**src/harmonica_settings.svh**
```systemverilog
/*
  machine sizes for the warp pipeline
  instruction fields are fixed at 3-bit registers and a 15-bit immediate,
  so NUM_REGS must stay at 8 unless the instruction layout changes
*/
`ifndef HARMONICA_SETTINGS_SVH
`define HARMONICA_SETTINGS_SVH

// ========================================
// machine shape
// ========================================
`define NUM_WARPS 4    // warps resident in the table
`define NUM_LANES 4    // SIMD lanes per warp

// ========================================
// widths and register counts
// ========================================
`define WORD_WIDTH 32  // lane data width
`define NUM_REGS 8     // gpr and predicate registers per lane
`define PC_WIDTH 16    // word addressed, instruction and data

`endif

```
**src/harmonica_pkg.sv**
```systemverilog
/*
  shared types of the warp pipeline
  instruction word is 32 bits, bit 31 selects predication on pr
  opcode encodings are fixed, the instruction memory image depends on them
*/
`include "harmonica_settings.svh"

package harmonica_pkg;

  // ========================================
  // instruction encoding
  // ========================================
  typedef enum logic [3:0] {
    OP_NOP    = 4'h0,
    OP_LANEID = 4'h1,  // rd = global thread number
    OP_ADDI   = 4'h2,
    OP_ADD    = 4'h3,
    OP_SUB    = 4'h4,
    OP_AND    = 4'h5,
    OP_XOR    = 4'h6,
    OP_SETNZ  = 4'h7,  // writes a predicate register
    OP_JMP    = 4'h8,
    OP_ST     = 4'h9
  } opcode_e;

  typedef logic [$clog2(`NUM_WARPS)-1:0] warp_id_t;
  typedef logic [$clog2(`NUM_REGS)-1:0]  reg_addr_t;
  typedef logic [`WORD_WIDTH-1:0]        lane_word_t;
  typedef lane_word_t [`NUM_LANES-1:0]   lane_vec_t;
  typedef logic [`NUM_LANES-1:0]         lane_mask_t;

  typedef struct packed {
    logic      pred_on;  // [31]
    reg_addr_t pr;       // [30:28]
    opcode_e   opcode;   // [27:24]
    reg_addr_t rd;       // [23:21]
    reg_addr_t rs1;      // [20:18]
    reg_addr_t rs2;      // [17:15]
    logic [14:0] imm;    // zero extended on use
  } instr_t;

  // ========================================
  // pipeline payloads
  // ========================================
  typedef struct packed {
    warp_id_t             warp_id;
    logic [`PC_WIDTH-1:0] pc;
  } warp_state_t;

  typedef struct packed {
    opcode_e     opcode;
    reg_addr_t   rd;
    reg_addr_t   rs1;
    reg_addr_t   rs2;
    reg_addr_t   pr;
    logic        pred_on;
    logic [14:0] imm;
    logic        gpr_write;
    logic        pred_write;
    logic        is_store;
    logic        is_jump;
  } ctrl_t;

  typedef struct packed {
    logic        valid;
    warp_state_t warp;
    ctrl_t       ctrl;
  } stage_t;

  typedef struct packed {
    logic       valid;
    warp_id_t   warp_id;
    reg_addr_t  rd;
    logic       is_pred;    // predicate file target, bit 0 per lane
    lane_mask_t lane_mask;
    lane_vec_t  data;
  } wb_t;

  typedef struct packed {
    logic [`PC_WIDTH-1:0] addr;
    lane_vec_t            data;
    lane_mask_t           mask;
  } store_req_t;

endpackage

```
**src/fetch_decode.sv**
```systemverilog
/*
  fetch request register and decoder
  imem_data must be valid in the same cycle as imem_addr, no wait states
*/
`include "harmonica_settings.svh"

module fetch_decode import harmonica_pkg::*; (
  input  logic                 phi,
  input  logic                 reset,
  input  logic                 issue_valid,
  input  warp_state_t          issue_state,
  output logic [`PC_WIDTH-1:0] imem_addr,
  output logic                 imem_req_valid,
  input  instr_t               imem_data,
  output stage_t               fetch_out
);

  logic        req_valid_q;
  warp_state_t req_q;  // warp being fetched
  ctrl_t       ctrl;

  always_ff @(posedge phi or posedge reset) begin
    if (reset) begin
      req_valid_q <= 1'b0;
    end else begin
      req_valid_q <= issue_valid;
    end
  end

  always_ff @(posedge phi) begin
    if (issue_valid) req_q <= issue_state;
  end

  assign imem_addr      = req_q.pc;
  assign imem_req_valid = req_valid_q;

  // ========================================
  // decode
  // ========================================
  always_comb begin
    ctrl         = '0;
    ctrl.opcode  = imem_data.opcode;
    ctrl.rd      = imem_data.rd;
    ctrl.rs1     = imem_data.rs1;
    ctrl.rs2     = imem_data.rs2;
    ctrl.pr      = imem_data.pr;
    ctrl.pred_on = imem_data.pred_on;
    ctrl.imm     = imem_data.imm;
    case (imem_data.opcode)
      OP_LANEID, OP_ADDI, OP_ADD, OP_SUB, OP_AND, OP_XOR: ctrl.gpr_write = 1'b1;
      OP_SETNZ: ctrl.pred_write = 1'b1;
      OP_ST:    ctrl.is_store   = 1'b1;
      OP_JMP:   ctrl.is_jump    = 1'b1;
      default:  ;  // nop and unknown codes do nothing
    endcase
  end

  assign fetch_out = '{valid: req_valid_q, warp: req_q, ctrl: ctrl};

endmodule

```
**config.mk**
```make
export PLATFORM = sky130hd
export DESIGN_NAME = fetch_decode
export DESIGN_NICKNAME = d
export VERILOG_FILES = /design/src/harmonica_pkg.sv /design/src/fetch_decode.sv
export VERILOG_INCLUDE_DIRS = /design/src
export SDC_FILE = /design/constraint.sdc
export NUM_CORES = 1
export LEC_CHECK = 0
export ABC_CLOCK_PERIOD_IN_PS = 800
export BUFFER_PORTS_ARGS = -buffer_cell sky130_fd_sc_hd__buf_2
export CORE_UTILIZATION = 29
export CTS_CLUSTER_SIZE = 24
export DETAILED_ROUTE_END_ITERATION = 7
export PLACE_DENSITY = 0.84
export SYNTH_ARGS = -nofsm -noshare
export SYNTH_HDL_FRONTEND = slang
export SYNTH_SLANG_ARGS = --single-unit
```
**constraint.sdc**
```tcl
create_clock -name phi -period 0.8 [get_ports phi]
set_input_delay 0.16 -clock phi [delete_from_list [all_inputs] [get_ports phi]]
set_output_delay 0.16 -clock phi [all_outputs]
set_load 0.1 [all_outputs]
```
==> results.tsv <==
metric	value	unit
status	finished with violations	
failing checks	setup timing	
fillcell total	247	
Die Area	3650	µm²
worst-path fanout max	2	
Synth Instances	75	
design area	1860	µm²
fmax	862	MHz
RD Place Congestion	0.691	
fin cells	148	
total track usage	0.136	
commonest cells in the netlist	buf_4, edfxtp_1	
Max-Cap Viols	0	
RSZ-0062 raised after global routing	yes	
post-layout minimum cycle time	1.16	ns
Clock Tree Buf Depth	2	
ant diodes	0	
register area share after synthesis	0.572	
clock sink count	19	
Critical Path, Cell by Cell	buf_12	
Reg area	569	µm²
Remaining DRCs	0	
area of the multi-input gates	100	µm²
top-area cell type share of the netlist area	0.547	
Ys Warns	0	
Slew Viols, Final	0	
synth unique cells	10	
register bit total from synthesis	19	
Async SR Flop Fraction	0.0526	
detailed placement HPWL	2120	µm
syn_area_per_cell	13.2	µm²
peak supply drop	0.604	mV
CTS Root Cell	clkbuf_4	
Synthesized Nets	128	
placed insts	143	
core area	3150	µm²
drt wl/cell	16.7	µm
min setup slack post-route	-0.361	ns
PwrDens	2030	nW/µm²
Tightest Hold Check Type	in2reg	
Synth-to-Final Area Change	88.2	%
Pleak	0.794	nW
family with the most delay on the worst path	flip-flops	
TritonCTS clock tree	done	
Worst EP arrival	1.00	ns
largest net degree at the start of global routing	20	
most numerous cell in the Yosys netlist	buf_4	
initial core utilization	0.313	
antenna viol nets, final	0	
Worst-Margin Slew	0.264	ns
top cells by area, synth	edfxtp_1, buf_4, dfrtp_1	
vias in the first global route	733	
total CTS buffers	3	
Placed Area	1770	µm²
post-synthesis cell area	988	µm²
IO Count	125	
Critical-path top delay cell	edfxtp_1	
CTS H-tree lvls	1	
Starting DRT DRC Count	16	
clock transition at the registers of the reported paths	0.10	ns
site row count	20	
CP Buf/Inv Count	1	
final hold vios	0	
Vias/cell	4.16	
slew margin rel.	0.823	
post-route clock period utilization	1.45	
Final Setup Violations	40	
first-pass GRT wire length	3530	µm
share of layout cells above drive strength 1	0.798	
DIE HEIGHT	60.4	µm
largest area contributor in the synthesized netlist	edfxtp_1	
via count	615	
Top FF cell, synth	edfxtp_1	
total routed wirelength	2480	µm
kind of critical path	reg2out	
Remaining Overflow, GRT	0	
nets	158	
initial antenna violation count	0	
fin util	0.590	
Post-synth EDFFs	18	
Worst Setup Start Kind	register	
die width	60.4	µm
TritonRoute pass-1 iters	3	
crit end category	output port	
WP data required	0.64	ns
IO Port Bufs	68	
Worst path max stage delay	0.50	ns
cell type report:
| type | count | share of cell area |
|---|---|---|
| inverters | 1 | 0.00202 |
| multi-input cells | 6 | 0.0538 |
| clock buffers | 4 | 0.0141 |
| well taps | 44 | 0.0296 |
| repair buffers | 74 | 0.594 |
| flip-flops and latches | 19 | 0.306 |
kinds of logic (layout without fill, tap and decap cells):
group         count (synthesis)  after routing  share of synthesized area
buf+inv                      50             79                      0.376
flops                        19             19                      0.572
simple gates                  6              6                     0.0519
flip-flops by register name (all words and copies together) (netlist names):
register / cells
imem_req_valid: 1
imem_addr: 16
fetch_out: 2
placed cells by master, fill, tap and decap left out, drive strengths merged:
cell type and instances:
nor4bb 1, and4b 1, buf 73, nor4b 1
dfrtp 1, edfxtp 18, nor3 2, and3 1
inv 1, dlygate4sd3 1, clkbuf 4
timing repair:
action,in CTS,in global routing
hold buffers,1,0
pin swaps,4,0
gates resized for setup,14,0
endpoints found under the hold margin,1,0
setup buffers,1,0
setup endpoints to repair,42,40
where the power goes:
part           leakage [nW]  internal [mW]  switching [mW]
combinational         0.592          0.696            1.32
clock                0.0150          0.194           0.271
sequential            0.187           1.18           0.118
per-layer routing:
| metal | track usage | vias up | share of wire | wire, µm |
|---|---|---|---|---|
| met4 | 0.0831 | 0 | 0.027 | 66 |
| li1 | - | 260 | - | - |
| met1 | 0.108 | 277 | 0.25 | 608 |
| met5 | 0 | - | 0 | 0 |
| met2 | 0.265 | 62 | 0.59 | 1450 |
| met3 | 0.0618 | 16 | 0.14 | 349 |
per-stage QoR:
step	hold WS [ns]	worst slack [ns]	total power, mW	TNS (ns)
floorplan	-0.111	-0.633	3.41	-17.04
global placement	-0.00836	-0.269	3.28	-1.22
detailed placement	0.00197	-0.293	3.32	-1.98
CTS	0.0235	-0.383	3.83	-13.87
global route	0.0164	-0.408	3.90	-14.70
finish	0.0397	-0.361	3.78	-12.99
final timing paths:
check	slack [ns]	endpoint	from	cells past startpoint
max	-0.36	imem_addr[9]	imem_addr[9]	1
min	0.04	imem_addr[10]	issue_state[10]	1
max in group asynchronous	0.45	imem_req_valid	reset	3
min in group asynchronous	0.25	imem_req_valid	reset	3
(Power assumes the default switching activity.)
