[src/harmonica_settings.svh]
/*
  machine sizes for the warp pipeline
  instruction fields are fixed at 3-bit registers and a 15-bit immediate,
  so NUM_REGS must stay at 8 unless the instruction layout changes
*/
`ifndef HARMONICA_SETTINGS_SVH
`define HARMONICA_SETTINGS_SVH

// ========================================
// machine shape
// ========================================
`define NUM_WARPS 4    // warps resident in the table
`define NUM_LANES 4    // SIMD lanes per warp

// ========================================
// widths and register counts
// ========================================
`define WORD_WIDTH 32  // lane data width
`define NUM_REGS 8     // gpr and predicate registers per lane
`define PC_WIDTH 16    // word addressed, instruction and data

`endif

[src/harmonica_pkg.sv]
/*
  shared types of the warp pipeline
  instruction word is 32 bits, bit 31 selects predication on pr
  opcode encodings are fixed, the instruction memory image depends on them
*/
`include "harmonica_settings.svh"

package harmonica_pkg;

  // ========================================
  // instruction encoding
  // ========================================
  typedef enum logic [3:0] {
    OP_NOP    = 4'h0,
    OP_LANEID = 4'h1,  // rd = global thread number
    OP_ADDI   = 4'h2,
    OP_ADD    = 4'h3,
    OP_SUB    = 4'h4,
    OP_AND    = 4'h5,
    OP_XOR    = 4'h6,
    OP_SETNZ  = 4'h7,  // writes a predicate register
    OP_JMP    = 4'h8,
    OP_ST     = 4'h9
  } opcode_e;

  typedef logic [$clog2(`NUM_WARPS)-1:0] warp_id_t;
  typedef logic [$clog2(`NUM_REGS)-1:0]  reg_addr_t;
  typedef logic [`WORD_WIDTH-1:0]        lane_word_t;
  typedef lane_word_t [`NUM_LANES-1:0]   lane_vec_t;
  typedef logic [`NUM_LANES-1:0]         lane_mask_t;

  typedef struct packed {
    logic      pred_on;  // [31]
    reg_addr_t pr;       // [30:28]
    opcode_e   opcode;   // [27:24]
    reg_addr_t rd;       // [23:21]
    reg_addr_t rs1;      // [20:18]
    reg_addr_t rs2;      // [17:15]
    logic [14:0] imm;    // zero extended on use
  } instr_t;

  // ========================================
  // pipeline payloads
  // ========================================
  typedef struct packed {
    warp_id_t             warp_id;
    logic [`PC_WIDTH-1:0] pc;
  } warp_state_t;

  typedef struct packed {
    opcode_e     opcode;
    reg_addr_t   rd;
    reg_addr_t   rs1;
    reg_addr_t   rs2;
    reg_addr_t   pr;
    logic        pred_on;
    logic [14:0] imm;
    logic        gpr_write;
    logic        pred_write;
    logic        is_store;
    logic        is_jump;
  } ctrl_t;

  typedef struct packed {
    logic        valid;
    warp_state_t warp;
    ctrl_t       ctrl;
  } stage_t;

  typedef struct packed {
    logic       valid;
    warp_id_t   warp_id;
    reg_addr_t  rd;
    logic       is_pred;    // predicate file target, bit 0 per lane
    lane_mask_t lane_mask;
    lane_vec_t  data;
  } wb_t;

  typedef struct packed {
    logic [`PC_WIDTH-1:0] addr;
    lane_vec_t            data;
    lane_mask_t           mask;
  } store_req_t;

endpackage

[src/lane_alu.sv]
/*
  one lane of arithmetic, purely combinational
  SETNZ leaves its flag in bit 0, upper bits zero
*/
module lane_alu import harmonica_pkg::*; (
  input  opcode_e    opcode,
  input  lane_word_t lane_index,  // global thread number
  input  lane_word_t a,
  input  lane_word_t b,
  input  lane_word_t imm,
  output lane_word_t result
);

  always_comb begin
    case (opcode)
      OP_LANEID: result = lane_index;
      OP_ADDI:   result = a + imm;
      OP_ADD:    result = a + b;
      OP_SUB:    result = a - b;
      OP_AND:    result = a & b;
      OP_XOR:    result = a ^ b;
      OP_SETNZ:  result = lane_word_t'(a != '0);  // predicate bit
      default:   result = '0;  // no register result
    endcase
  end

endmodule

[src/exec_stage.sv]
/*
  lane ALUs, store request, writeback and warp return
  stores are single cycle strobes, memory must take every one
  a JMP always redirects the whole warp
*/
`include "harmonica_settings.svh"

module exec_stage import harmonica_pkg::*; (
  input  logic        phi,
  input  logic        reset,
  input  stage_t      stage_in,
  input  lane_mask_t  lane_en,
  input  lane_vec_t   rs1_vec,
  input  lane_vec_t   rs2_vec,
  input  lane_vec_t   rd_vec,
  output logic        dmem_req_valid,
  output store_req_t  dmem_req,
  output wb_t         wb,
  output logic        ret_valid,
  output warp_state_t ret_state
);

  lane_word_t           imm_word;
  lane_word_t           lane_index [`NUM_LANES];
  lane_vec_t            alu_vec;
  logic [`PC_WIDTH-1:0] next_pc;

  assign imm_word = lane_word_t'(stage_in.ctrl.imm);  // zero extend

  for (genvar l = 0; l < `NUM_LANES; l++) begin : g_lane
    assign lane_index[l] = lane_word_t'(stage_in.warp.warp_id) * lane_word_t'(`NUM_LANES)
                         + lane_word_t'(l);
    lane_alu lane_alu_inst (
      .opcode(stage_in.ctrl.opcode), .lane_index(lane_index[l]),
      .a(rs1_vec[l]), .b(rs2_vec[l]), .imm(imm_word), .result(alu_vec[l])
    );
  end

  // store from the execute registers, address from lane 0
  assign dmem_req_valid = stage_in.valid && stage_in.ctrl.is_store;
  assign dmem_req.addr  = rs1_vec[0][`PC_WIDTH-1:0] + `PC_WIDTH'(stage_in.ctrl.imm);
  assign dmem_req.data  = rd_vec;
  assign dmem_req.mask  = lane_en;

  assign next_pc = stage_in.ctrl.is_jump ? `PC_WIDTH'(stage_in.ctrl.imm)
                                         : stage_in.warp.pc + 1'b1;

  always_ff @(posedge phi or posedge reset) begin
    if (reset) begin
      wb        <= '0;
      ret_valid <= 1'b0;
    end else begin
      wb.valid     <= stage_in.valid && (stage_in.ctrl.gpr_write || stage_in.ctrl.pred_write);
      wb.warp_id   <= stage_in.warp.warp_id;
      wb.rd        <= stage_in.ctrl.rd;
      wb.is_pred   <= stage_in.ctrl.pred_write;
      wb.lane_mask <= lane_en;  // disabled lanes keep old value
      wb.data      <= alu_vec;
      ret_valid    <= stage_in.valid;  // every instruction returns its warp
    end
  end

  always_ff @(posedge phi) begin
    ret_state <= '{warp_id: stage_in.warp.warp_id, pc: next_pc};
  end

endmodule

[config.mk]
export PLATFORM = sky130hd
export DESIGN_NAME = exec_stage
export DESIGN_NICKNAME = d
export VERILOG_FILES = /design/src/harmonica_pkg.sv /design/src/lane_alu.sv /design/src/exec_stage.sv
export VERILOG_INCLUDE_DIRS = /design/src
export SDC_FILE = /design/constraint.sdc
export NUM_CORES = 1
export LEC_CHECK = 0
export BUFFER_PORTS_ARGS = -buffer_cell sky130_fd_sc_hd__buf_4
export CAP_MARGIN = 20
export CORE_AREA = 5 5 293 295
export CTS_CLUSTER_SIZE = 30
export DETAILED_ROUTE_END_ITERATION = 8
export DIE_AREA = 0 0 298 300
export PLACE_DENSITY_LB_ADDON = 0.25
export SYNTH_ARGS = -nofsm -noshare
export SYNTH_HDL_FRONTEND = slang
export SYNTH_HIERARCHICAL = 1
export SYNTH_SLANG_ARGS = --single-unit
[constraint.sdc]
create_clock -name phi -period 4.65 [get_ports phi]
set_clock_uncertainty 0.15 [all_clocks]
set_input_delay 0.465 -clock phi [delete_from_list [all_inputs] [get_ports phi]]
set_output_delay 0.465 -clock phi [all_outputs]
set_load 0.005 [all_outputs]
==> impl_metrics.toml <==
[run_status]
status = "finished clean"

[sta]
period_needed_ns = 4.505
slew_viol_final = 0
finalCritPeriodShare_pct = 96.89
worst_pin_slew_ns = 0.9374
rsz0062_at_grt = "true"
fmax_mhz = 222.0
slew_headroom_pct = 37.50
worst_hold_slack_ns = 0.07149
hold_viol = 0
finalWorstSetupSlack_ns = 0.1445
finalSetupViolCount = 0

[route]
ant_nets = 0
drt_first_pass_iters = 9
drt_iter0_drc = 2215
routed_via_density = 5.229
vias = 26500
wire_per_inst_um = 21.31
drc_errors = 0
wirelength_mm = 108.0

[power_and_ir_drop]
leakage_nw = 15.19
ir_drop_mv = 0.2899
report.power.total_mw = 6.442
power-per-cell-area_nw_per_um2 = 199.4

[global_route]
overflow = 0
grt_pass1_wl_mm = 160.9
grt_max_degree = 76
grtUsageMet3_pct = 5.481
grt_pass1_vias = 25600
met2_usage_pct = 38.17
grt.busiest_layer = "met2"
antenna_found_initial = 16
grtUsageMet1_pct = 30.71
grt.total_usage_pct = 23.19

[yosys]
async_reset_ff_share_pct = 88.61
synth-edff-count = 0
syn_avg_cell_area_um2 = 7.865
yosys-top-cells-area = "dfrtp_1 (15%), ha_1 (15%), a222oi_1 (5.6%)"
ys_ff_latch = 158
seq_area_frac_synth_pct = 16.77
synth_top_area_share_pct = 15.21
synth_cell_types = 106
syn_inst = 2929
synth-main-ff-cell = "dfrtp_1"
synth_top_area_cell = "dfrtp_1"
syn-cell-area_um2 = 23040
ys_warn_count = 6

[place]
io_buffer_count = 485
place_congestion = 0.9112
dpl_cell_area_um2 = 31480
pre_cts_ws_ns = -0.6230
hpwl_mm = 87.96

[floorplan]
num_rows = 106
die_h_um = 300
die_area_um2 = 89400
die_width_um = 298
ios = 752
start_util_pct = 27.79
coreArea_um2 = 82890

[setup_path]
critPathKind = "input pin to flip-flop"
setup.worst_path.end_class = "flip-flop"
startpoint_type = "input pin"
critical_path_required_ns = 4.88
cp.arrival_ns = 4.74
crit_fanout = 11

[cts]
clk_pin_slew_ns = 0.08
tritoncts = "built"
root_buffer = "clkbuf_16"
cts_buffers = 17
h-tree-depth = 4
cts_buffer_depth = 2
cts.sinks = 158

[worst_hold_path]
hold_class = "input pin to flip-flop"

[finish]
layout.nets = 4693
final_common_cell = "buf_4"
layout-drive-gt1-share_pct = 27.56
syn2layout_area_growth_pct = 40.22
post-route-util_pct = 38.97
post-route-cell-area_um2 = 32300
mostFrequentLayoutCells = "buf_4 (941), conb_1 (316), ha_1 (275)"

[run]
drv_cap = 0
[through the flow]
stage          cells   TNS, ns
6_report        5069         0
5_1_grt         5063  -0.03039
4_1_cts         5059         0
3_5_place_dp    5017    -16.55
3_3_place_gp    5015    -15.81
2_1_floorplan   3243  -0.07819
[flip-flops by register name, indices dropped and copies added, names as in the netlist]
signal / cells
ret_state: 18
ret_valid: 1
wb: 139
[report_power, final]
| part | switching, mW | internal [mW] |
|---|---|---|
| combinational | 1.74 | 1.55 |
| clock | 0.853 | 0.722 |
| sequential | 0.0553 | 1.52 |
[cells in the mapped netlist, types with 15 or more instances]
cell        n
dfxtp_1    18
a222oi_1  129
nor3_1    120
a31oi_1    25
o21a_1     27
or3_1      44
o211ai_1   15
nand2b_1   26
nand4_1    33
nor2_1    232
xnor2_1   110
buf_4     133
nor4_1     62
and3_1     26
nand3_1    53
a21o_1     61
nand2_1   236
xor2_1    124
nor2b_1    23
dfrtp_1   140
inv_1      64
clkbuf_1  113
o31ai_1    35
or2_2      16
a21oi_1   166
o32ai_1    16
or4_1      24
o21ai_0   253
a221oi_1   57
a211oi_1   16
ha_1      276
[per-layer routing]
| layer | share of wire [%] | wire, um | vias up |
|---|---|---|---|
| met5 | 0.052 | 56 | - |
| met2 | 46 | 49800 | 934 |
| met4 | 2.1 | 2268 | 8 |
| met3 | 7.0 | 7587 | 141 |
| li1 | - | - | 12980 |
| met1 | 45 | 48290 | 12440 |
[critical path, cell delays in order]
cell and delay (ns):
buf_4 0.12, buf_4 0.13, buf_4 0.19, or4_4 0.49
or2_2 0.32, or3_1 0.32, xnor2_1 0.17, nor2_1 0.07
a221oi_1 0.33, ha_1 0.34, a21oi_1 0.19, o21ai_0 0.11
a221o_1 0.39, o21ai_0 0.18, buf_4 0.16, a21oi_1 0.10
o31ai_1 0.31, mux2i_1 0.24, nand3_1 0.09
[cells by family after synthesis]
kind of cell    after synthesis  synth area share, %
other cells                   2              0.03260
buf+inv                     320                7.446
simple gates                994                22.81
fa+ha+maj                   281                15.42
xor+xnor                    235                8.967
mux                          13               0.5703
flops                       158                16.77
compound gates              926                27.98
[final cells by class]
type | instances | area, um^2
Antenna cell | 9 | 22.52
Clock buffer | 17 | 425.4
Clock inverter | 15 | 165.2
Fill cell | 8608 | 50590
Inverter | 64 | 262.8
Multi-Input combinational cell | 2765 | 18850
Sequential cell | 158 | 3864
Tap cell | 1080 | 1351
Timing Repair Buffer | 961 | 7360
[what timing repair did]
action	4_1_cts	5_1_grt
endpoints found under the hold margin	57	0
resized for setup	1	19
pin swaps	0	6
endpoints found under the setup margin	6	19
hold buffers	10	0
buffers inserted	0	1
[final timing paths]
kind / start / to / slack, ns / cells after the start
min in group asynchronous: reset / wb[105]$_DFF_PP0_ / 0.52 / 3
worst max-delay path: stage_in[6] / wb[93]$_DFF_PP0_ / 0.14 / 19
max in group asynchronous: reset / wb[57]$_DFF_PP0_ / 2.90 / 4
worst min-delay path: stage_in[51] / ret_state[15]$_SDFF_PP0_ / 0.07 / 3
Power figures use the tool's default switching activity.
