## config.mk

```make
export PLATFORM = sky130hd
export DESIGN_NAME = pred_read_stage
export DESIGN_NICKNAME = d
export VERILOG_FILES = /design/src/harmonica_pkg.sv /design/src/register_block.sv /design/src/pred_read_stage.sv
export VERILOG_INCLUDE_DIRS = /design/src
export SDC_FILE = /design/constraint.sdc
export NUM_CORES = 1
export LEC_CHECK = 0
export BUFFER_PORTS_ARGS = -buffer_cell sky130_fd_sc_hd__buf_2
export CAP_MARGIN = 20
export CORE_MARGIN = 2
export CORE_UTILIZATION = 37
export CTS_CLUSTER_DIAMETER = 150
export DETAILED_ROUTE_END_ITERATION = 16
export GPL_ROUTABILITY_DRIVEN = 0
export GPL_TIMING_DRIVEN = 0
export REMOVE_ABC_BUFFERS = 1
export SYNTH_ARGS = -nofsm -noshare
export SYNTH_HDL_FRONTEND = slang
export SYNTH_SLANG_ARGS = --single-unit
```

## constraint.sdc

```tcl
create_clock -name phi -period 21.2 [get_ports phi]
set_input_delay 4.24 -clock phi [delete_from_list [all_inputs] [get_ports phi]]
set_output_delay 4.24 -clock phi [all_outputs]
set_load 0.02 [all_outputs]
```

## src/harmonica_settings.svh

```systemverilog
/*
  machine sizes for the warp pipeline
  instruction fields are fixed at 3-bit registers and a 15-bit immediate,
  so NUM_REGS must stay at 8 unless the instruction layout changes
*/
`ifndef HARMONICA_SETTINGS_SVH
`define HARMONICA_SETTINGS_SVH

// ========================================
// machine shape
// ========================================
`define NUM_WARPS 4    // warps resident in the table
`define NUM_LANES 4    // SIMD lanes per warp

// ========================================
// widths and register counts
// ========================================
`define WORD_WIDTH 32  // lane data width
`define NUM_REGS 8     // gpr and predicate registers per lane
`define PC_WIDTH 16    // word addressed, instruction and data

`endif

```

## src/harmonica_pkg.sv

```systemverilog
/*
  shared types of the warp pipeline
  instruction word is 32 bits, bit 31 selects predication on pr
  opcode encodings are fixed, the instruction memory image depends on them
*/
`include "harmonica_settings.svh"

package harmonica_pkg;

  // ========================================
  // instruction encoding
  // ========================================
  typedef enum logic [3:0] {
    OP_NOP    = 4'h0,
    OP_LANEID = 4'h1,  // rd = global thread number
    OP_ADDI   = 4'h2,
    OP_ADD    = 4'h3,
    OP_SUB    = 4'h4,
    OP_AND    = 4'h5,
    OP_XOR    = 4'h6,
    OP_SETNZ  = 4'h7,  // writes a predicate register
    OP_JMP    = 4'h8,
    OP_ST     = 4'h9
  } opcode_e;

  typedef logic [$clog2(`NUM_WARPS)-1:0] warp_id_t;
  typedef logic [$clog2(`NUM_REGS)-1:0]  reg_addr_t;
  typedef logic [`WORD_WIDTH-1:0]        lane_word_t;
  typedef lane_word_t [`NUM_LANES-1:0]   lane_vec_t;
  typedef logic [`NUM_LANES-1:0]         lane_mask_t;

  typedef struct packed {
    logic      pred_on;  // [31]
    reg_addr_t pr;       // [30:28]
    opcode_e   opcode;   // [27:24]
    reg_addr_t rd;       // [23:21]
    reg_addr_t rs1;      // [20:18]
    reg_addr_t rs2;      // [17:15]
    logic [14:0] imm;    // zero extended on use
  } instr_t;

  // ========================================
  // pipeline payloads
  // ========================================
  typedef struct packed {
    warp_id_t             warp_id;
    logic [`PC_WIDTH-1:0] pc;
  } warp_state_t;

  typedef struct packed {
    opcode_e     opcode;
    reg_addr_t   rd;
    reg_addr_t   rs1;
    reg_addr_t   rs2;
    reg_addr_t   pr;
    logic        pred_on;
    logic [14:0] imm;
    logic        gpr_write;
    logic        pred_write;
    logic        is_store;
    logic        is_jump;
  } ctrl_t;

  typedef struct packed {
    logic        valid;
    warp_state_t warp;
    ctrl_t       ctrl;
  } stage_t;

  typedef struct packed {
    logic       valid;
    warp_id_t   warp_id;
    reg_addr_t  rd;
    logic       is_pred;    // predicate file target, bit 0 per lane
    lane_mask_t lane_mask;
    lane_vec_t  data;
  } wb_t;

  typedef struct packed {
    logic [`PC_WIDTH-1:0] addr;
    lane_vec_t            data;
    lane_mask_t           mask;
  } store_req_t;

endpackage

```

## src/register_block.sv

```systemverilog
/*
  per warp, per register, per lane storage, cleared at reset
  reads are combinational, a write lands on the clock edge in enabled lanes only
*/
`include "harmonica_settings.svh"

module register_block import harmonica_pkg::*; #(
  parameter type entry_t  = logic,
  parameter int  NUM_READ = 1
) (
  input  logic                         phi,
  input  logic                         reset,
  input  warp_id_t                     read_warp,
  input  reg_addr_t                    read_addr [NUM_READ],
  output entry_t [`NUM_LANES-1:0]      read_data [NUM_READ],
  input  logic                         write_en,
  input  warp_id_t                     write_warp,
  input  reg_addr_t                    write_addr,
  input  lane_mask_t                   write_lane_en,
  input  entry_t [`NUM_LANES-1:0]      write_data
);

  entry_t [`NUM_LANES-1:0] regs [`NUM_WARPS][`NUM_REGS];

  always_comb begin
    for (int r = 0; r < NUM_READ; r++) begin
      read_data[r] = regs[read_warp][read_addr[r]];
    end
  end

  always_ff @(posedge phi or posedge reset) begin
    if (reset) begin
      for (int w = 0; w < `NUM_WARPS; w++) begin
        for (int a = 0; a < `NUM_REGS; a++) regs[w][a] <= '0;
      end
    end else if (write_en) begin
      for (int l = 0; l < `NUM_LANES; l++) begin
        if (write_lane_en[l]) regs[write_warp][write_addr][l] <= write_data[l];  // masked lane
      end
    end
  end

endmodule

```

## src/pred_read_stage.sv

```systemverilog
/*
  predicate register read and lane enable
  unpredicated instructions run on all lanes
*/
`include "harmonica_settings.svh"

module pred_read_stage import harmonica_pkg::*; (
  input  logic       phi,
  input  logic       reset,
  input  stage_t     stage_in,
  input  wb_t        wb,
  output stage_t     stage_out,
  output lane_mask_t lane_en
);

  stage_t                stage_q;       // warp sitting in this stage
  reg_addr_t             pred_addr [1];
  logic [`NUM_LANES-1:0] pred_bits [1];
  logic [`NUM_LANES-1:0] pred_wdata;
  lane_mask_t            lane_en_d;

  assign pred_addr[0] = stage_q.ctrl.pr;

  always_comb begin
    for (int l = 0; l < `NUM_LANES; l++) pred_wdata[l] = wb.data[l][0];  // bit 0 only
  end

  register_block #(.entry_t(logic), .NUM_READ(1)) pred_file_inst (
    .phi(phi), .reset(reset),
    .read_warp(stage_q.warp.warp_id), .read_addr(pred_addr), .read_data(pred_bits),
    .write_en(wb.valid && wb.is_pred), .write_warp(wb.warp_id), .write_addr(wb.rd),
    .write_lane_en(wb.lane_mask), .write_data(pred_wdata)
  );

  assign lane_en_d = stage_q.ctrl.pred_on ? pred_bits[0] : '1;

  always_ff @(posedge phi or posedge reset) begin
    if (reset) begin
      stage_q   <= '0;
      stage_out <= '0;
      lane_en   <= '0;
    end else begin
      stage_q   <= stage_in;
      stage_out <= stage_q;
      lane_en   <= lane_en_d;
    end
  end

endmodule

```

==> metrics.yaml <==
timing:
  fin_skew_ns: 0.0179
  finalWorstSetupSlack_ns: 15.71
  tns_ns: 0
  unrepaired_setup_endpoints_after_global_routing: "no"
  maxClockFrequency_mhz: 182
  timing_max_transition_violations_final: 0
  fin_crit_sh: 0.259
  period_needed_ns: 5.49
  max_slew.worst_pin.slew_ns: 1.11
  hold_slack_ns: 0.344
  slew_headroom: 0.258
  finalHoldViolCount: 0
  setup-violations-final: 0
detailed_routing:
  detailedRoute.firstPassIterationCount: 4
  routed_via_density: 4.96
  ant_nets: 0
  wire_per_inst_um: 18.2
  initialDrtViolationCount: 312
  post-route-drc-count: 0
  routed_via_count: 5907
  postRouteWirelength_um: 21700
clocking:
  cts_inserted_buffers: 27
  cts.sinks: 242
  number_of_h_tree_levels: 1
  clock_tree.root_cell: "sky130_fd_sc_hd__clkbuf_16"
  cts.hold.buffers_added: 0
  clk_pin_slew_worst_paths_ns: 0.06
  cts_post_setup_buffers_inserted: 0
  cts_buffer_depth: 3
  worst_skew_pair.late_latency_ns: 0.53
  tritoncts: "built"
  post_cts_resize_count: 0
finish:
  post_route_cells_drive_above_1_share: 0.346
  area_taken_by_multi_input_logic_gates_um2: 3340
  post-route-util: 0.458
  inserted_diodes: 0
  final-seq-area_um2: 6060
  final_nets: 1038
  area.growth.synth_to_final_pct: 21.0
  finish.instance_area_um2: 11600
  filler_cell_count: 2320
critical_path:
  worstPathArrival_ns: 5.89
  crit_path_end: "pred_file_inst.regs[67]"
  r2r.worst_path.cells: 5
  worst_path_largest_cell_delay_ns: 0.78
  regToRegEndpoint: "lane_en[1]"
  timing.critical_path.from_type: "input port"
  critical_path.cell_chain: "buf_2 -> nand3_1 -> nor2_1 -> mux2_2"
  cp_slowest_cell: "sky130_fd_sc_hd__nand3_1"
  worst_ep_required_time_ns: 21.61
  worstSetupEndpointType: "flip-flop"
  worstSetupStartpoint: "wb[138]"
  critPathKind: "in -> reg"
  regToRegStartpoint: "pred_addr[0]"
  worstPathMaxFanout: 20
  internal_reg_to_reg_setup_slack_ns: 18.68
die:
  initial_core_util: 0.379
  die_area_um2: 27200
  core_region_area_um2: 25300
  core.rowCount: 58
  chipHeight_um: 165
  fp.dieW_um: 165
  i_o_pin_cnt: 255
global_route:
  groute.layer.met3.usage: 0.0382
  grt_start_max_net_pins: 126
  grt_use_met1: 0.223
  gr-usage-all-layers: 0.166
  overflow: 0
  initial_antenna_violation_count: 0
  grt_busiest_layer: "met2"
  grt_first_pass_wirelength_um: 34800
  globalRouteMet2Util: 0.266
  first_global_vias: 6280
place:
  detailedPlacementHpwl_um: 14100
  dpl_cell_area_um2: 10600
  dp_worst_setup_slack_ns: 15.16
  port_buffers: 130
synth:
  asyncSetResetFlopFracSynth: 1.00
  netlist_area_um2: 9590
  postSynthCellCount: 718
  yosys.area.top_type_share: 0.632
  synthesized_flop_and_latch_total: 242
  synth-edff-count: 0
  synth_cell_type_count: 28
  seq_area_frac_synth: 0.632
  postSynthAreaPerCell_um2: 13.4
  synth_area_leaders: "sky130_fd_sc_hd__dfrtp_1, sky130_fd_sc_hd__mux2_2, sky130_fd_sc_hd__mux2i_1"
  yosys_most_used_dff: "sky130_fd_sc_hd__dfrtp_1"
  yosys_warnings: 0
  synth_top_cell_by_area: "sky130_fd_sc_hd__dfrtp_1"
power_and_ir_drop:
  vdd_ir_drop_max_v: 0.0000673
  power.density_nw_per_um2: 97.7
  leakagePower_nw: 5.50
worst_hold_path:
  worstHoldPathType: "reg -> reg"
status:
  status: "completed"
flow_run:
  cap_viol_max_count: 0
==> cell usage after synthesis (4+ instances only) <==
library cell and number:
sky130_fd_sc_hd__a21oi_1 16, sky130_fd_sc_hd__a22oi_1 32, sky130_fd_sc_hd__and3_1 5, sky130_fd_sc_hd__buf_2 4
sky130_fd_sc_hd__buf_6 4, sky130_fd_sc_hd__clkbuf_1 29, sky130_fd_sc_hd__dfrtp_1 242, sky130_fd_sc_hd__mux2_1 40
sky130_fd_sc_hd__mux2_2 88, sky130_fd_sc_hd__mux2i_1 64, sky130_fd_sc_hd__nand2_1 66, sky130_fd_sc_hd__nand2b_1 5
sky130_fd_sc_hd__nand3_1 4, sky130_fd_sc_hd__nor2_1 76, sky130_fd_sc_hd__nor2_2 14, sky130_fd_sc_hd__nor2b_1 4
sky130_fd_sc_hd__o41ai_1 4
==> cell usage in the layout (no fill, tap or decap), drive strengths merged, types with 5 or more instances in the layout <==
cell type	instances
buf	135
nor2	90
clkbuf	31
dfrtp	242
and3	5
bufinv	9
clkinv	6
nand2	66
a22oi	32
a21oi	16
mux2i	64
mux2	128
nand2b	5
==> final cells by class <==
class                           count  area share
Sequential cell                   242       0.522
Clock inverter                     18      0.0279
Multi-Input combinational cell    435       0.288
Tap cell                          330      0.0356
Timing Repair Buffer              135      0.0641
Inverter                            1    0.000971
Clock buffer                       31      0.0613
==> per-stage QoR <==
step,cells,power (W)
2_1_floorplan,678,0.000568
3_3_place_gp,1138,0.000604
3_5_place_dp,1143,0.000606
4_1_cts,1192,0.00115
5_1_grt,1192,0.00118
6_report,1192,0.00113
==> worst max-delay path, delay by kind of cell <==
| family | cells | cell delay, ns |
|---|---|---|
| AND/OR/NAND/NOR | 2 | 1.14 |
| multiplexers | 1 | 0.36 |
| buffers and inverters | 1 | 0.14 |
==> sequential cells by signal (all words and copies together), names as in the netlist <==
register             flops
stage_out               55
stage_q                 52
pred_file_inst.regs    128
lane_en                  4
pred_addr                3
==> where the power goes <==
part           switching [W]  internal, W   total, W
clock network       0.000188     0.000349   0.000537
logic              0.0000526    0.0000359  0.0000886
registers          0.0000149     0.000493   0.000508
==> logic make-up (layout without fill, tap and decap cells) <==
family | count (synthesis) | count (layout) | share of synthesized area
flops | 242 | 242 | 0.632
compound gates | 52 | 52 | 0.0371
buf+inv | 41 | 185 | 0.0209
simple gates | 191 | 191 | 0.0934
mux | 192 | 192 | 0.217
==> layer usage <==
metal / wire length [um] / part of all wire
met1: 9740 / 0.45
met2: 10200 / 0.47
met5: 0 / 0
met4: 549 / 0.025
met3: 1270 / 0.058
==> how the worst min path moves through the flow <==
| stage | start | depth (start not counted) | to | slack [ns] |
|---|---|---|---|---|
| after floorplan | stage_q[0] | 0 | stage_out[0] | 0.33 |
| after global placement | stage_q[33] | 0 | stage_out[33] | 0.33 |
| after detailed placement | stage_q[51] | 0 | stage_out[51] | 0.33 |
| after CTS | stage_q[10] | 0 | stage_out[10] | 0.34 |
| after global routing | stage_q[13] | 0 | stage_out[13] | 0.35 |
| final | stage_q[26] | 0 | stage_out[26] | 0.34 |
No activity file was read; power rests on OpenSTA's default activity.
