**config.mk**
```make
export PLATFORM = sky130hd
export DESIGN_NAME = warp_table
export DESIGN_NICKNAME = d
export VERILOG_FILES = /design/src/harmonica_pkg.sv /design/src/warp_table.sv
export VERILOG_INCLUDE_DIRS = /design/src
export SDC_FILE = /design/constraint.sdc
export NUM_CORES = 1
export LEC_CHECK = 0
export BUFFER_PORTS_ARGS = -buffer_cell sky130_fd_sc_hd__buf_2
export CAP_MARGIN = 20
export CELL_PAD_IN_SITES_DETAIL_PLACEMENT = 2
export CELL_PAD_IN_SITES_GLOBAL_PLACEMENT = 2
export CORE_MARGIN = 2
export CORE_UTILIZATION = 45
export DETAILED_ROUTE_END_ITERATION = 6
export PLACE_DENSITY = 0.94
export SYNTH_ARGS = -nofsm -noshare
export SYNTH_HDL_FRONTEND = slang
export SYNTH_SLANG_ARGS = --single-unit
```
**constraint.sdc**
```tcl
create_clock -name phi -period 4.2 [get_ports phi]
set_input_delay 0.21 -clock phi [delete_from_list [all_inputs] [get_ports phi]]
set_output_delay 0.21 -clock phi [all_outputs]
set_load 0.03 [all_outputs]
```
**src/harmonica_settings.svh**
```systemverilog
/*
  machine sizes for the warp pipeline
  instruction fields are fixed at 3-bit registers and a 15-bit immediate,
  so NUM_REGS must stay at 8 unless the instruction layout changes
*/
`ifndef HARMONICA_SETTINGS_SVH
`define HARMONICA_SETTINGS_SVH

// ========================================
// machine shape
// ========================================
`define NUM_WARPS 4    // warps resident in the table
`define NUM_LANES 4    // SIMD lanes per warp

// ========================================
// widths and register counts
// ========================================
`define WORD_WIDTH 32  // lane data width
`define NUM_REGS 8     // gpr and predicate registers per lane
`define PC_WIDTH 16    // word addressed, instruction and data

`endif

```
**src/harmonica_pkg.sv**
```systemverilog
/*
  shared types of the warp pipeline
  instruction word is 32 bits, bit 31 selects predication on pr
  opcode encodings are fixed, the instruction memory image depends on them
*/
`include "harmonica_settings.svh"

package harmonica_pkg;

  // ========================================
  // instruction encoding
  // ========================================
  typedef enum logic [3:0] {
    OP_NOP    = 4'h0,
    OP_LANEID = 4'h1,  // rd = global thread number
    OP_ADDI   = 4'h2,
    OP_ADD    = 4'h3,
    OP_SUB    = 4'h4,
    OP_AND    = 4'h5,
    OP_XOR    = 4'h6,
    OP_SETNZ  = 4'h7,  // writes a predicate register
    OP_JMP    = 4'h8,
    OP_ST     = 4'h9
  } opcode_e;

  typedef logic [$clog2(`NUM_WARPS)-1:0] warp_id_t;
  typedef logic [$clog2(`NUM_REGS)-1:0]  reg_addr_t;
  typedef logic [`WORD_WIDTH-1:0]        lane_word_t;
  typedef lane_word_t [`NUM_LANES-1:0]   lane_vec_t;
  typedef logic [`NUM_LANES-1:0]         lane_mask_t;

  typedef struct packed {
    logic      pred_on;  // [31]
    reg_addr_t pr;       // [30:28]
    opcode_e   opcode;   // [27:24]
    reg_addr_t rd;       // [23:21]
    reg_addr_t rs1;      // [20:18]
    reg_addr_t rs2;      // [17:15]
    logic [14:0] imm;    // zero extended on use
  } instr_t;

  // ========================================
  // pipeline payloads
  // ========================================
  typedef struct packed {
    warp_id_t             warp_id;
    logic [`PC_WIDTH-1:0] pc;
  } warp_state_t;

  typedef struct packed {
    opcode_e     opcode;
    reg_addr_t   rd;
    reg_addr_t   rs1;
    reg_addr_t   rs2;
    reg_addr_t   pr;
    logic        pred_on;
    logic [14:0] imm;
    logic        gpr_write;
    logic        pred_write;
    logic        is_store;
    logic        is_jump;
  } ctrl_t;

  typedef struct packed {
    logic        valid;
    warp_state_t warp;
    ctrl_t       ctrl;
  } stage_t;

  typedef struct packed {
    logic       valid;
    warp_id_t   warp_id;
    reg_addr_t  rd;
    logic       is_pred;    // predicate file target, bit 0 per lane
    lane_mask_t lane_mask;
    lane_vec_t  data;
  } wb_t;

  typedef struct packed {
    logic [`PC_WIDTH-1:0] addr;
    lane_vec_t            data;
    lane_mask_t           mask;
  } store_req_t;

endpackage

```
**src/warp_table.sv**
```systemverilog
/*
  FIFO of warp states, holds every warp in order at pc 0 after reset
  no overflow check, only NUM_WARPS warps ever exist
  an empty table hands a returning warp straight through
*/
`include "harmonica_settings.svh"

module warp_table import harmonica_pkg::*; (
  input  logic        phi,
  input  logic        reset,
  input  logic        push_valid,
  input  warp_state_t push_state,
  output logic        pop_valid,
  output warp_state_t pop_state
);

  localparam int PTR_W = $clog2(`NUM_WARPS);
  localparam int CNT_W = $clog2(`NUM_WARPS + 1);

  warp_state_t      slots [`NUM_WARPS];
  logic [PTR_W-1:0] rd_ptr;
  logic [PTR_W-1:0] wr_ptr;
  logic [CNT_W-1:0] count;  // occupancy
  logic             empty;

  function automatic logic [PTR_W-1:0] next_ptr(input logic [PTR_W-1:0] ptr);
    return (ptr == PTR_W'(`NUM_WARPS - 1)) ? '0 : ptr + 1'b1;
  endfunction

  assign empty     = (count == '0);
  assign pop_valid = !empty || push_valid;                  // pops whenever anything is there
  assign pop_state = empty ? push_state : slots[rd_ptr];   // bypass on empty

  always_ff @(posedge phi or posedge reset) begin
    if (reset) begin
      for (int i = 0; i < `NUM_WARPS; i++) begin
        slots[i] <= '{warp_id: warp_id_t'(i), pc: '0};
      end
      rd_ptr <= '0;
      wr_ptr <= '0;
      count  <= CNT_W'(`NUM_WARPS);  // full at start
    end else if (!empty) begin
      rd_ptr <= next_ptr(rd_ptr);
      if (push_valid) begin
        slots[wr_ptr] <= push_state;
        wr_ptr        <= next_ptr(wr_ptr);
      end else begin
        count <= count - 1'b1;  // pop without refill
      end
    end
  end

endmodule

```
==> results of run 1 <==
cells in the final DEF, fill, tap and decap left out, drive strengths merged:
| cell | count |
|---|---|
| a221oi | 18 |
| dfrtp | 74 |
| nor2b | 2 |
| and2 | 1 |
| nand2b | 1 |
| nor3 | 1 |
| nor2 | 22 |
| clkinv | 2 |
| dfstp | 5 |
| nand3 | 4 |
| bufinv | 2 |
| buf | 43 |
| mux2 | 75 |
| inv | 5 |
| xnor2 | 1 |
| nand2 | 4 |
| or2b | 1 |
| a21o | 1 |
| mux2i | 37 |
| ha | 7 |
| clkbuf | 12 |
kinds of logic after synthesis:
logic type      share of synthesized area
mux                                 0.313
flops                               0.511
simple gates                       0.0542
buf+inv                            0.0380
compound gates                     0.0590
fa+ha+maj                          0.0226
xor+xnor                          0.00226
cell usage after synthesis:
library cell	instances
nor2b_1	2
mux2_2	74
dfstp_2	5
nor2_1	21
inv_1	5
nand3_4	4
a221oi_1	8
clkbuf_8	1
a221oi_2	10
nand2_1	4
mux2_1	1
dfrtp_1	74
a21o_2	1
and2_4	1
or2b_1	1
buf_2	5
buf_6	7
ha_1	7
nor2_2	1
mux2i_1	37
clkbuf_1	1
xnor2_1	1
nand2b_1	1
buf_4	1
nor3_1	1
critical path, cell delays in order, from the launching register on:
cell and delay, ns:
dfrtp_1 0.36, inv_1 0.11, ha_1 0.21, nor2b_1 0.48
nor2_2 0.22, buf_16 0.22, a221oi_1 0.33, buf_2 0.26
state kept, by name, summed over array words and instances (netlist names):
name	flops
wr_ptr	2
rd_ptr	2
count	3
slots	72
stage by stage:
step	cell area (um2)	hold WS, ns	instances
2_1_floorplan	3880	0.342	274
3_3_place_gp	4100	0.389	405
3_5_place_dp	4100	0.422	405
4_1_cts	4310	0.0359	421
5_1_grt	4360	0.0829	423
6_report	4360	0.0192	423
how the worst max path moves through the flow:
stage	startpoint	endpoint	cells after the start
2_1_floorplan	count[0]$_DFFE_PP0P_	pop_state[16]	6
5_1_grt	count[0]$_DFFE_PP0P_	pop_state[16]	7
3_3_place_gp	count[0]$_DFFE_PP0P_	pop_state[16]	6
4_1_cts	count[0]$_DFFE_PP0P_	pop_state[16]	6
3_5_place_dp	count[0]$_DFFE_PP0P_	pop_state[16]	6
6_report	count[0]$_DFFE_PP0P_	pop_state[16]	7
power by group:
part / leakage (nW) / switching, mW / internal, mW
combinational: 0.924 / 1.30 / 0.957
sequential: 0.929 / 0.261 / 1.17
clock: 0.110 / 0.284 / 0.350
per-layer routing:
metal  GRT usage  vias up  part of all wire
met5           0        -                 0
met4      0.0596        0             0.011
met3      0.0412        8             0.023
met2       0.406       35              0.53
met1       0.273     1249              0.44
li1            -     1078                 -
area by class of cell:
| type | count | area (um2) | share of cell area |
|---|---|---|---|
| multi-input combinational | 175 | 1750 | 0.402 |
| inverter | 5 | 18.8 | 0.00431 |
| timing repair buffer | 43 | 258 | 0.0591 |
| clock inverter | 4 | 70.1 | 0.0161 |
| clock buffer | 12 | 145 | 0.0333 |
| sequential | 79 | 1980 | 0.455 |
| tap | 105 | 131 | 0.0301 |
==> impl_metrics.toml, run 1 <==
[global_routing]
grt_first_pass_wirelength_um = 16200
grt_antenna_before_repair = 0
grt-ovfl-total = 0
grt_use_total = 0.224
grt_pass1_vias = 2835
grt_max_degree = 42

[setup_path]
cp.arrival_ns = 2.56
r2r_slack_ns = 2.22
reg2reg_from = "count[0]$_DFFE_PP0P_"
startpoint_type = "flop"
r2r_cells = 6
endpoint_kind = "output port"
rr_endpoint = "slots[71]$_DFFE_PP0P_"
cp_data_required_time_ns = 3.99
path_class = "flop to output port"
crit_fanout = 13

[clocking]
cts.htree.levels = 3
cts_buffers = 9
cts_resized = 0
cts.sinks = 79
cts_tree = "built"
cts_buffer_depth = 2
cts_root_buf = "clkbuf_8"
cts_post_setup_buffers_inserted = 0
hold_buffers = 0
clk_latency_ns = 0.35
clkSlewWorstSetupHoldPaths_ns = 0.08

[die]
die_area_mm2 = 0.00938
die_x_um = 96.9
core_region_area_mm2 = 0.00830
fp-row-count = 33
start_util = 0.468
io_pins = 40
die_height_um = 96.9

[synth]
netlist_instances = 274
synth_nets = 302
syn_area_mm2 = 0.00388
ys_ff_latch = 79
postSynthAreaPerCell_um2 = 14.2
synth.largest_area_cell = "dfrtp_1"
ys_seq_area_frac = 0.511
yosysWarnings = 0
synth_top_area_frac = 0.477
ys_top_cells_by_area = "dfrtp_1 (48%), mux2_2 (21%), mux2i_1 (9.5%)"
ys_types = 25

[outcome]
outcome = "complete, no violations"

[final_layout]
syn2layout_area_growth_pct = 12.3
final_util = 0.525
nFillCells = 770
antenna_cells = 0
nets = 341
drive_above_1_share = 0.487

[pwr]
p_per_area_mw_per_mm2 = 993
p_total_mw = 4.33
max-vdd-ir-drop_mv = 0.439
leakagePower_nw = 1.96

[drt]
antenna_left = 0
drc = 0
vias = 2370
first_pass_iters = 4
routedWlPerCell_um = 23.9
wirelength_um = 10100
drtIter0Drc = 107
via_per_inst = 5.60

[placed_design]
dpl.hpwl_um = 6310
pre_cts_slack_ns = 1.77
globalplace.congestion = 0.720
port_buffers = 39

[timing]
rsz0062_at_grt = "no"
min_period_over_period = 0.660
setup_viol = 0
worstMarginPinSlew_ns = 0.820
fmax_mhz = 361
hold_viol = 0
period_needed_ns = 2.77
drv_slew = 0
setup-tns-final_ns = 0
setup_slack_ns = 1.43
relSlewSlack = 0.452
fin_worst_skew_ns = 0.0132

[flow_run]
drv_cap = 0

[worst_hold_path]
hold_path.class = "input pin to async pin"
(Power assumes the default switching activity.)
==> run 2, diff against run 1 <==
--- a/config.mk
+++ b/config.mk
@@ -11,9 +11,9 @@
 export CELL_PAD_IN_SITES_DETAIL_PLACEMENT = 2
 export CELL_PAD_IN_SITES_GLOBAL_PLACEMENT = 2
 export CORE_MARGIN = 2
-export CORE_UTILIZATION = 45
+export CORE_UTILIZATION = 38
 export DETAILED_ROUTE_END_ITERATION = 6
-export PLACE_DENSITY = 0.94
+export PLACE_DENSITY = 0.85
 export SYNTH_ARGS = -nofsm -noshare
 export SYNTH_HDL_FRONTEND = slang
 export SYNTH_SLANG_ARGS = --single-unit
==> constraint.sdc (replaced) <==
create_clock -name phi -period 2.55 [get_ports phi]
set_input_delay 0.1275 -clock phi [delete_from_list [all_inputs] [get_ports phi]]
set_output_delay 0.1275 -clock phi [all_outputs]
set_load 0.03 [all_outputs]
==> impl_metrics.toml, run 2 (same netlist as run 1, synthesis figures left out) <==
[outcome]
outcome = "complete, no violations"

[final_layout]
drive_above_1_share = 0.495
nets = 345
final_cell_mix = "mux2_2 (74), dfrtp_1 (73), buf_2 (39)"
top_register = "slots"
final_util = 0.443
syn2layout_area_growth_pct = 12.7
largestRegisters = "slots (72), count (3)"
layout_commonest_cell = "mux2_2"
antenna_cells = 0
largest_register_ffs = 72

[setup_path]
rr_endpoint = "slots[0]$_DFFE_PP0P_"
path_class = "flop to output port"
startpoint_type = "flop"
reg2reg_from = "count[0]$_DFFE_PP0P_"
r2r_slack_ns = 0.58
crit_fanout = 10
cp_num_cells = 7
cp.arrival_ns = 2.30
r2r_cells = 6
worstPathCellList = "inv_1 > ha_1 > nor2b_1 > nor2_2 > buf_4 > a221oi_1 > buf_2"
worst-path-buf-inv = 3
path_delay_family = "simple AND/OR/NAND/NOR gates"
critPathSlowestCell = "nor2_2"
max_stage_delay_ns = 0.50
endpoint_kind = "output port"
cp_data_required_time_ns = 2.42

[die]
start_util = 0.393
die_area_mm2 = 0.0110
io_pins = 40
core_region_area_mm2 = 0.00986
fp-row-count = 36
die_height_um = 105
die_x_um = 105

[clocking]
clkSlewWorstSetupHoldPaths_ns = 0.08
cts_buffers = 9
cts_tree = "built"
cts.sinks = 79
cts_buffer_depth = 2
cts.htree.levels = 3
cts_root_buf = "clkbuf_8"
clk_latency_ns = 0.36

[timing]
setup-tns-final_ns = 0
rsz0062_at_grt = "no"
drv_slew = 0
fmax_mhz = 412
relSlewSlack = 0.576
period_needed_ns = 2.43
setup_slack_ns = 0.125
whs_ns = 0.0577
fin_worst_skew_ns = 0.00679
min_period_over_period = 0.951
hold_viol = 0
setup_viol = 0
worstMarginPinSlew_ns = 0.636

[drt]
first_pass_iters = 4
antenna_left = 0
drtIter0Drc = 63
drc = 0
vias = 2371
routedWlPerCell_um = 21.0
via_per_inst = 5.22
wirelength_um = 9560

[pwr]
clockPowerShare = 0.128
pwr-share-comb = 0.525
p_total_mw = 6.81
switching_share = 0.428
p_per_area_mw_per_mm2 = 1560
leakagePower_nw = 1.96
switchingPower_mw = 2.91
intPower_mw = 3.90
max-vdd-ir-drop_mv = 0.550
seq_power_share = 0.347

[worst_hold_path]
holdPathEnd = "slots[40]$_DFFE_PP0P_"
min_path_cells = 2
min_from = "push_state[4]"
hold_path.class = "input pin to flop"

[global_routing]
grt_antenna_before_repair = 0
grt_use_total = 0.191
grt_pass1_vias = 2773
grt-ovfl-total = 0
grt_max_degree = 80
grt_first_pass_wirelength_um = 15900

[placed_design]
globalplace.congestion = 0.684
port_buffers = 39
dpl.hpwl_um = 6600
pre_cts_slack_ns = 0.513

[flow_run]
drv_cap = 0
run 2: worst register-to-register path, delay by kind of cell, from the launching register on:
kind | cells | cell delay, ns
mux | 1 | 0.41
fa+ha+maj | 1 | 0.24
flops | 1 | 0.32
buf+inv | 2 | 0.42
simple gates | 2 | 0.47
run 2: power groups by stage:
| stage | logic (mW) | clock network (mW) | registers [mW] |
|---|---|---|---|
| 5_1_grt | 3.86 | 0.960 | 2.44 |
| 4_1_cts | 3.65 | 0.908 | 2.37 |
| 3_3_place_gp | 3.43 | 0 | 2.29 |
| 6_report | 3.57 | 0.871 | 2.36 |
| 2_1_floorplan | 2.87 | 0 | 2.18 |
| 3_5_place_dp | 3.63 | 0 | 2.39 |
run 2: worst max-delay path by stage:
| stage | to | start |
|---|---|---|
| final | pop_state[10] | count[0]$_DFFE_PP0P_ |
| after global routing | pop_state[12] | count[0]$_DFFE_PP0P_ |
| after CTS | pop_state[12] | count[0]$_DFFE_PP0P_ |
| after detailed placement | pop_state[12] | count[0]$_DFFE_PP0P_ |
| after global placement | pop_state[12] | count[0]$_DFFE_PP0P_ |
| after floorplan | pop_state[16] | count[0]$_DFFE_PP0P_ |
run 2: layout make-up:
class,instances,area (um2)
Clock buffer,12,165
Clock inverter,3,17.5
Fill cell,959,5490
Inverter,5,18.8
Multi-Input combinational cell,175,1750
Sequential cell,79,1980
Tap cell,133,166
Timing Repair Buffer,47,270
run 2: stage by stage:
| step | std cells | area [um2] |
|---|---|---|
| after global routing | 454 | 4370 |
| after CTS | 454 | 4370 |
| after floorplan | 274 | 3880 |
| final | 454 | 4370 |
| after global placement | 438 | 4180 |
| after detailed placement | 438 | 4180 |
run 2: repair_timing:
action	4_1_cts	5_1_grt
setup buffers	0	0
resized for setup	0	0
hold buffers	1	0
hold endpoints to repair	74	0
run 2: metal layers:
layer / vias up / global-route usage / share of wire
met2: 30 / 0.341 / 0.55
met4: 0 / 0.0657 / 0.015
li1: 1084 / - / -
met1: 1248 / 0.229 / 0.41
met5: - / 0 / 0
met3: 9 / 0.0368 / 0.019
